### src/hw/pcie_ts_config.svh
`ifndef PCIE_TS_CONFIG_SVH
`define PCIE_TS_CONFIG_SVH

////////////////////////////////////////////////////////////
// buffer sizes
////////////////////////////////////////////////////////////

// one TS write word
`define PCIE_TS_WR_WIDTH 256

// one DMA word toward the host
`define PCIE_TS_RD_WIDTH 64

// write words per bank
`define PCIE_TS_BANK_WORDS 4

////////////////////////////////////////////////////////////
// DMA timing
////////////////////////////////////////////////////////////

// wait after dma_raddr_en before data starts
`define PCIE_TS_SETUP_CYCLES 12

`endif

### src/hw/pcie_ts_pkg.sv
`default_nettype none

package pcie_ts_pkg;

`include "pcie_ts_config.svh"

   localparam int WR_WIDTH     = `PCIE_TS_WR_WIDTH;
   localparam int RD_WIDTH     = `PCIE_TS_RD_WIDTH;
   localparam int BANK_WORDS   = `PCIE_TS_BANK_WORDS;
   localparam int SETUP_CYCLES = `PCIE_TS_SETUP_CYCLES;

   // dma words per write word, per bank
   localparam int RD_PER_WR  = WR_WIDTH / RD_WIDTH;
   localparam int RD_WORDS   = BANK_WORDS * RD_PER_WR;
   localparam int SLICE_BITS = $clog2(RD_PER_WR);
   localparam int RD_BYTES   = RD_WIDTH / 8;

   typedef logic [WR_WIDTH-1:0]           ts_word_t;
   typedef logic [RD_WIDTH-1:0]           dma_word_t;
   typedef logic [$clog2(BANK_WORDS)-1:0] bank_waddr_t;
   typedef logic [$clog2(RD_WORDS)-1:0]   bank_raddr_t;

   typedef enum logic {BANK_1, BANK_2} bank_sel_t;

   // reader sequence, one frame per dma_write_start
   typedef enum logic [3:0] {
      RD_IDLE, RD_CHECK, RD_ADDR, RD_SETUP, RD_DATA, RD_CLEAR, RD_END
   } rd_state_t;

endpackage

`default_nettype wire

### src/hw/ts_bank_if.sv
`timescale 1ns/10ps
`default_nettype none

interface ts_bank_if
   import pcie_ts_pkg::*;
();

   // write side
   logic        wr;
   logic        last;
   bank_waddr_t waddr;
   ts_word_t    wdata;

   // bank status
   logic        full;

   // read side
   logic        clear;
   bank_raddr_t raddr;
   dma_word_t   rdata;

   modport writer (output wr, last, waddr, wdata, input full);

   modport reader (output clear, raddr, input full, rdata);

   modport bank (
      input  wr, last, waddr, wdata, clear, raddr,
      output full, rdata
   );

endinterface

`default_nettype wire

### src/hw/dma_bank_reader.sv
`timescale 1ns/10ps
`default_nettype none

module dma_bank_reader
   import pcie_ts_pkg::*;
(
   input  wire       clk_pcie,
   input  wire       rst_pcie,
   input  wire       dma_write_start,
   input  wire       dma_write_end,
   input  wire       dma_raddr_en,
   output logic      dma_rdata_rdy,
   output dma_word_t dma_rdata,
   output logic      dma_rdata_busy,
   ts_bank_if.reader bank_1,
   ts_bank_if.reader bank_2
);

   localparam int SETUP_W = $clog2(SETUP_CYCLES);

   rd_state_t          state;
   rd_state_t          state_nxt;
   bank_sel_t          sel;
   logic               was_full;
   logic [SETUP_W-1:0] setup_cnt;
   bank_raddr_t        word_cnt;
   logic               data_vld;
   logic               sel_full;
   dma_word_t          sel_rdata;
   logic               clr_pulse;

   // byte 0 lands in the top byte
   function automatic dma_word_t byte_swap(input dma_word_t w);
      dma_word_t s;
      for (int i = 0; i < RD_BYTES; i++) begin
         s[8*i +: 8] = w[RD_WIDTH-8-8*i +: 8];
      end
      return s;
   endfunction

   assign sel_full     = (sel == BANK_1) ? bank_1.full : bank_2.full;
   assign sel_rdata    = (sel == BANK_1) ? bank_1.rdata : bank_2.rdata;

   // only a bank that was read out full gets released
   assign clr_pulse    = (state == RD_CLEAR) && was_full;
   assign bank_1.clear = clr_pulse && (sel == BANK_1);
   assign bank_2.clear = clr_pulse && (sel == BANK_2);
   assign bank_1.raddr = word_cnt;
   assign bank_2.raddr = word_cnt;

   ////////////////////////////////////////////////////////////
   // frame sequencer
   ////////////////////////////////////////////////////////////

   always_comb begin
      state_nxt = state;
      case (state)
         RD_IDLE:  if (dma_write_start) state_nxt = RD_CHECK;
         RD_CHECK: state_nxt = RD_ADDR;
         RD_ADDR:  if (dma_raddr_en) state_nxt = RD_SETUP;
         RD_SETUP: begin
            if (setup_cnt == SETUP_W'(SETUP_CYCLES - 1)) state_nxt = RD_DATA;
         end
         RD_DATA: begin
            if (word_cnt == bank_raddr_t'(RD_WORDS - 1)) state_nxt = RD_CLEAR;
         end
         RD_CLEAR: state_nxt = RD_END;
         RD_END:   if (dma_write_end) state_nxt = RD_IDLE;
         default:  state_nxt = RD_IDLE;
      endcase
   end

   always_ff @(posedge clk_pcie) begin
      if (rst_pcie) begin
         state     <= RD_IDLE;
         sel       <= BANK_1;
         was_full  <= 1'b0;
         setup_cnt <= '0;
         word_cnt  <= '0;
      end else begin
         state     <= state_nxt;
         setup_cnt <= (state == RD_SETUP) ? setup_cnt + 1'b1 : '0;
         word_cnt  <= (state == RD_DATA) ? word_cnt + 1'b1 : '0;
         if (state == RD_CHECK) begin
            was_full <= sel_full;
         end
         // a zero frame keeps the reader on the same bank
         if (clr_pulse) begin
            sel <= (sel == BANK_1) ? BANK_2 : BANK_1;
         end
      end
   end

   ////////////////////////////////////////////////////////////
   // output stage
   ////////////////////////////////////////////////////////////

   // bank rdata lags raddr by one cycle, output register adds one more
   always_ff @(posedge clk_pcie) begin
      if (rst_pcie) begin
         data_vld      <= 1'b0;
         dma_rdata_rdy <= 1'b0;
         dma_rdata     <= '0;
      end else begin
         data_vld      <= (state == RD_DATA);
         dma_rdata_rdy <= data_vld;
         if (data_vld && was_full) begin
            dma_rdata <= byte_swap(sel_rdata);
         end else begin
            dma_rdata <= '0;
         end
      end
   end

   always_ff @(posedge clk_pcie) begin
      if (rst_pcie) begin
         dma_rdata_busy <= 1'b0;
      end else if (dma_write_start) begin
         dma_rdata_busy <= 1'b1;
      end else if (dma_write_end) begin
         dma_rdata_busy <= 1'b0;
      end
   end

   // one frame is one unbroken run of ready cycles, never longer than a bank
   a_rdy_run_len: assert property (
      @(posedge clk_pcie) disable iff (rst_pcie)
      $rose(dma_rdata_rdy) |-> ##RD_WORDS !dma_rdata_rdy
   ) else $error("dma_bank_reader: ready held past one bank");

endmodule

`default_nettype wire

### src/hw/pcie_ts_rd.sv
`timescale 1ns/10ps
`default_nettype none

module pcie_ts_rd
   import pcie_ts_pkg::*;
(
   input  wire           clk_pcie,
   input  wire           rst_pcie,

   // TS write bursts
   input  wire           ts_ram_wr,
   input  wire ts_word_t ts_ram_wdata,

   // DMA read handshake
   input  wire           dma_write_start,
   input  wire           dma_write_end,
   input  wire           dma_raddr_en,
   input  wire [31:0]    dma_raddr,
   output logic          dma_rdata_rdy,
   output dma_word_t     dma_rdata,
   output logic          dma_rdata_busy,

   // bank status
   output logic          ram_full_1,
   output logic          ram_full_2
);

   // dma_raddr is not decoded, a frame always streams the whole bank

   ts_bank_if bank_1 ();
   ts_bank_if bank_2 ();

   ////////////////////////////////////////////////////////////
   // ping-pong banks
   ////////////////////////////////////////////////////////////

   ts_bank i_bank_1 (
      .clk_pcie (clk_pcie),
      .rst_pcie (rst_pcie),
      .bank     (bank_1.bank)
   );

   ts_bank i_bank_2 (
      .clk_pcie (clk_pcie),
      .rst_pcie (rst_pcie),
      .bank     (bank_2.bank)
   );

   ts_bank_writer i_writer (
      .clk_pcie     (clk_pcie),
      .rst_pcie     (rst_pcie),
      .ts_ram_wr    (ts_ram_wr),
      .ts_ram_wdata (ts_ram_wdata),
      .bank_1       (bank_1.writer),
      .bank_2       (bank_2.writer)
   );

   dma_bank_reader i_reader (
      .clk_pcie        (clk_pcie),
      .rst_pcie        (rst_pcie),
      .dma_write_start (dma_write_start),
      .dma_write_end   (dma_write_end),
      .dma_raddr_en    (dma_raddr_en),
      .dma_rdata_rdy   (dma_rdata_rdy),
      .dma_rdata       (dma_rdata),
      .dma_rdata_busy  (dma_rdata_busy),
      .bank_1          (bank_1.reader),
      .bank_2          (bank_2.reader)
   );

   assign ram_full_1 = bank_1.full;
   assign ram_full_2 = bank_2.full;

endmodule

`default_nettype wire

### src/hw/ts_bank.sv
`timescale 1ns/10ps
`default_nettype none

module ts_bank
   import pcie_ts_pkg::*;
(
   input wire      clk_pcie,
   input wire      rst_pcie,
   ts_bank_if.bank bank
);

   ts_word_t              mem [BANK_WORDS];
   bank_waddr_t           rd_word;
   logic [SLICE_BITS-1:0] rd_slice;

   // upper bits pick the write word, lower bits the 64-bit slice
   assign rd_word  = bank.raddr[$bits(bank_raddr_t)-1:SLICE_BITS];
   assign rd_slice = bank.raddr[SLICE_BITS-1:0];

   ////////////////////////////////////////////////////////////
   // memory
   ////////////////////////////////////////////////////////////

   always_ff @(posedge clk_pcie) begin
      if (bank.wr) begin
         mem[bank.waddr] <= bank.wdata;
      end
   end

   // low slice of a word comes out first
   always_ff @(posedge clk_pcie) begin
      bank.rdata <= mem[rd_word][rd_slice*RD_WIDTH +: RD_WIDTH];
   end

   ////////////////////////////////////////////////////////////
   // full flag
   ////////////////////////////////////////////////////////////

   always_ff @(posedge clk_pcie) begin
      if (rst_pcie) begin
         bank.full <= 1'b0;
      end else if (bank.wr && bank.last) begin
         bank.full <= 1'b1;
      end else if (bank.clear) begin
         bank.full <= 1'b0;
      end
   end

   // writer must leave a full bank alone until the reader clears it
   a_no_wr_when_full: assert property (
      @(posedge clk_pcie) disable iff (rst_pcie)
      bank.wr |-> !bank.full
   ) else $error("ts_bank: write while bank is full");

endmodule

`default_nettype wire

### src/hw/ts_bank_writer.sv
`timescale 1ns/10ps
`default_nettype none

module ts_bank_writer
   import pcie_ts_pkg::*;
(
   input wire          clk_pcie,
   input wire          rst_pcie,
   input wire          ts_ram_wr,
   input wire ts_word_t ts_ram_wdata,
   ts_bank_if.writer   bank_1,
   ts_bank_if.writer   bank_2
);

   bank_sel_t                      sel;
   logic                           ts_ram_wr_r;
   logic                           active;
   logic [$bits(bank_waddr_t):0]   word_cnt;
   logic                           pend_vld;
   ts_word_t                       pend_data;
   bank_waddr_t                    pend_addr;
   logic                           tgt_full;
   logic                           start;
   logic                           take;
   logic                           burst_end;
   logic                           wr;

   assign tgt_full  = (sel == BANK_1) ? bank_1.full : bank_2.full;

   // new burst only on a rising edge into a bank with room
   assign start     = ts_ram_wr && !ts_ram_wr_r && !active && !tgt_full;
   assign burst_end = active && !ts_ram_wr;

   // words past the bank size are dropped
   assign take      = (start || active) && ts_ram_wr && (word_cnt < BANK_WORDS);

   // a held word goes out when the next one arrives or the burst ends,
   // so the final write can carry the last marker
   assign wr        = pend_vld && (take || burst_end);

   ////////////////////////////////////////////////////////////
   // burst control
   ////////////////////////////////////////////////////////////

   always_ff @(posedge clk_pcie) begin
      if (rst_pcie) begin
         sel         <= BANK_1;
         ts_ram_wr_r <= 1'b0;
         active      <= 1'b0;
         word_cnt    <= '0;
         pend_vld    <= 1'b0;
      end else begin
         ts_ram_wr_r <= ts_ram_wr;
         if (start) begin
            active <= 1'b1;
         end else if (burst_end) begin
            active <= 1'b0;
         end
         if (burst_end) begin
            word_cnt <= '0;
            pend_vld <= 1'b0;
            sel      <= (sel == BANK_1) ? BANK_2 : BANK_1;
         end else if (take) begin
            word_cnt <= word_cnt + 1'b1;
            pend_vld <= 1'b1;
         end
      end
   end

   always_ff @(posedge clk_pcie) begin
      if (take) begin
         pend_data <= ts_ram_wdata;
         pend_addr <= bank_waddr_t'(word_cnt);
      end
   end

   // only the target bank sees the strobe
   assign bank_1.wr    = wr && (sel == BANK_1);
   assign bank_2.wr    = wr && (sel == BANK_2);
   assign bank_1.last  = burst_end;
   assign bank_2.last  = burst_end;
   assign bank_1.waddr = pend_addr;
   assign bank_2.waddr = pend_addr;
   assign bank_1.wdata = pend_data;
   assign bank_2.wdata = pend_data;

endmodule

`default_nettype wire

### config.mk
export PLATFORM = sky130hd
export DESIGN_NAME = pcie_ts_rd
export DESIGN_NICKNAME = d
export VERILOG_FILES = /design/src/hw/pcie_ts_pkg.sv /design/src/hw/ts_bank_if.sv /design/src/hw/dma_bank_reader.sv /design/src/hw/pcie_ts_rd.sv /design/src/hw/ts_bank.sv /design/src/hw/ts_bank_writer.sv
export VERILOG_INCLUDE_DIRS = /design/src /design/src/hw
export SDC_FILE = /design/constraint.sdc
export NUM_CORES = 2
export LEC_CHECK = 0
export BUFFER_PORTS_ARGS = -buffer_cell sky130_fd_sc_hd__buf_2
export CAP_MARGIN = 20
export CORE_MARGIN = 2
export CORE_UTILIZATION = 50
export DETAILED_ROUTE_END_ITERATION = 12
export PLACE_DENSITY = 0.67
export SYNTH_ARGS = -nofsm -noshare
export SYNTH_HDL_FRONTEND = slang
export SYNTH_SLANG_ARGS = --single-unit
### constraint.sdc
create_clock -name clk_pcie -period 42.4 [get_ports clk_pcie]
set_clock_uncertainty 0.15 [all_clocks]
set_input_delay 4.24 -clock clk_pcie [delete_from_list [all_inputs] [get_ports clk_pcie]]
set_output_delay 4.24 -clock clk_pcie [all_outputs]
set_load 0.1 [all_outputs]
==> metrics.md <==
| Metric | Value |
|---|---|
| Rel. slew slack | 20.5% |
| Post-CTS resize count | 0 |
| Syn Area/Cell | 23.4 µm² |
| EDFF count, synth | 2306 |
| Cells after Synth | 3846 |
| Cts hold-fix bufs | 0 |
| Critical path's slowest cell | nor3_2 |
| Number of global-route vias before repair | 42400 |
| Placer congestion estimate | 0.723 |
| Buf/Inv on CP | 5 |
| Most frequent CP cell | buf_4 |
| CP top delay family | buffers and inverters |
| Flops & latches, synth | 2523 |
| Clock sink total | 2523 |
| Netlist Area Pre-Place | 89800 µm² |
| First-pass GRT wire length | 285000 µm |
| Critical path depth | 8 |
| Die X | 428 µm |
| Total track usage | 21.3% |
| Syn. warnings | 0 |
| Yosys top cell by area | edfxtp_1 |
| Post-layout nets | 4642 |
| Synth Flop Type | edfxtp_1 |
| Setup Total Neg Slack | 0 ns |
| Reg2reg start | i_writer.sel |
| Worst Tran Pin Value | 1.19 ns |
| Routed Antenna Nets | 0 |
| Period utilization | 19.6% |
| Clock Latency Late Sink | 0.90 ns |
| Synth area leaders | edfxtp_1, mux4_2, dfxtp_1 |
| CP Launch Type | primary input |
| Final Hold Vio Count | 0 |
| Starting Density | 50.4% |
| CTS tree | yes |
| Max Fclk | 0.120 GHz |
| Vias | 40500 |
| CP required | 42.73 ns |
| Setup crit start | ts_ram_wr |
| Wirelength per Cell | 28.1 µm |
| H-tree levels | 5 |
| Area grow syn2layout | 14.4% |
| Die area | 183000 µm² |
| Synthesized Nets | 4143 |
| Count leader, synth | edfxtp_1 |
| RSZ-0062 raised after global routing | false |
| Place WS | 33.15 ns |
| Number of port buffers | 329 |
| Seq/Total Area, Yosys | 81.9% |
| Root buffer cell | clkbuf_16 |
| Cell row count | 155 |
| Crit path capture | i_bank_1.mem[2][181] |
| Layout cells sized above 1 | 28.8% |
| Netlist cell types | 40 |
| Commonest cells post-synth | edfxtp_1, mux4_2, dfxtp_1, a22oi_1, nor2_1 |
| LEAKAGE | 32.6 nW |
| Post-DP HPWL | 102000 µm |
| WL final | 194000 µm |
| CP Data Arrival Time | 8.64 ns |
| Via density | 5.87 |
| Crit path cell chain | buf_2 -> inv_1 -> o31ai_1 -> nand3_1 -> nor3_2 -> buf_4 -> buf_4 -> buf_4 |
| Fin crit period | 8.31 ns |
| Yosys top cell area share | 77.1% |
| Status | finished clean |
| Grt ovf | 0 |
| Ports | 362 |
| Largest net degree at the start of global routing | 141 |
| Drc violations | 0 |
| CTS buffer count | 274 |
| Async SR Flop Fraction | 0% |
| Chip height | 428 µm |
| R2R Setup Slk | 36.84 ns |
| Pwr Density | 49.5 nW/µm² |
| Post-CTS setup buffers | 0 |
| Worst Setup End Kind | register |
| Final setup vio count | 0 |
| Worst vdd ir | 0.0315 mV |
| CP max FO | 55 |
| First DRT Iteration DRCs | 3906 |
| Bufs on Longest Clock Path | 4 |
| Fin. max-slew vios | 0 |
| Reg2reg path depth | 7 |
| WHS | 0.278 ns |
| Placeable core region | 178000 µm² |
| Worst setup margin | 34.09 ns |
| Detailed Routing Iterations Pass 1 | 6 |
| Min-delay worst type | reg2reg |
| Kind of critical path | in2reg |
| Clock slew at reported path FFs | 0.06 ns |
| Initial antenna violation count | 44 |
| Worst path max stage delay | 0.87 ns |
| RR Endpoint | i_bank_1.mem[2][181] |
| Max-Cap Viols | 0 |
[per-layer routing]
layer  vias up  global-route usage [%]  wire (µm)
met3       355                    3.69      11500
li1      17200                       -          -
met2      1351                    35.2      98100
met1     21600                    28.5      77900
met4         4                    8.00       6280
met5         -                       0         27
[worst min-delay path by stage]
stage / to / cells past startpoint / slack (ns) / startpoint
2_1_floorplan: i_reader.setup_cnt[0] / 1 / 0.27 / i_reader.setup_cnt[0]
3_3_place_gp: i_reader.setup_cnt[0] / 1 / 0.28 / i_reader.setup_cnt[0]
3_5_place_dp: i_reader.setup_cnt[0] / 1 / 0.29 / i_reader.setup_cnt[0]
4_1_cts: i_reader.dma_rdata[9] / 2 / 0.28 / i_bank_1.bank.rdata[49]
5_1_grt: i_reader.setup_cnt[0] / 1 / 0.33 / i_reader.setup_cnt[0]
6_report: i_reader.dma_rdata[9] / 2 / 0.28 / i_bank_1.bank.rdata[49]
[logic make-up (layout without fill, tap and decap cells)]
family                   Yosys count  after routing  synth area share [%]
AO/OA/AOI/OAI                    274            274                  2.15
XOR/XNOR                           6              6                0.0585
adder cells (fa/ha/maj)            3              3                0.0418
buffers and inverters            192            880                  1.03
flip-flops                      2523           2523                  81.9
multiplexers                     580            580                  13.6
other                              0             15                     0
AND/OR/NAND/NOR                  268            268                  1.22
[worst register-to-register path, delay by kind of cell, from the launching register on]
family / cells / cell delay [ns]
multiplexers: 1 / 0.40
AO/OA/AOI/OAI: 1 / 0.31
buffers and inverters: 3 / 2.55
flip-flops: 1 / 0.48
AND/OR/NAND/NOR: 2 / 1.23
[through the flow]
stage / util, % / instances / power (mW) / area (µm²)
3_5_place_dp: 52.9 / 6424 / 2.91 / 94400
5_1_grt: 57.6 / 6900 / 5.24 / 103000
3_3_place_gp: 52.9 / 6423 / 2.90 / 94300
4_1_cts: 57.6 / 6889 / 5.13 / 103000
6_report: 57.6 / 6904 / 5.09 / 103000
2_1_floorplan: - / 3846 / 2.88 / 89800
[area by class of cell]
cell class                 instances  area, µm²
fill                           12800      75700
sequential                      2523      73600
multi-input combinational       1131      15400
clock buffer                     393       7690
tap                             2355       2950
timing repair buffer             410       2350
clock inverter                    72        676
antenna                           15       37.5
inverter                           5       18.8
[cell usage in the layout (no fill, tap or decap), types with 85 or more instances in the layout]
master	instances
dfxtp_1	213
o22ai_1	86
mux4_2	512
clkbuf_1	85
clkbuf_16	278
edfxtp_1	2306
nand2_1	95
nor2_1	126
buf_2	329
a22oi_1	170
[registers in the layout, indices dropped and copies added, names as in the netlist, 2 cells and up]
signal,flops
i_writer.word_cnt,3
i_bank_2.bank.rdata,64
i_reader.dma_rdata,64
i_bank_1.mem,1024
i_reader.bank_1.raddr,4
i_writer.bank_1.waddr,2
i_reader.setup_cnt,4
i_bank_1.bank.rdata,64
i_bank_2.mem,1024
i_reader.state,3
i_writer.bank_1.wdata,256
[power by group]
part           switching, mW  leakage (nW)  total (mW)  internal, mW
Clock                  0.905          4.09        2.23          1.33
Combinational         0.0381          5.79      0.0564        0.0183
Sequential            0.0356          22.7        2.80          2.76
Note: power is estimated with default switching activity, not from simulation.
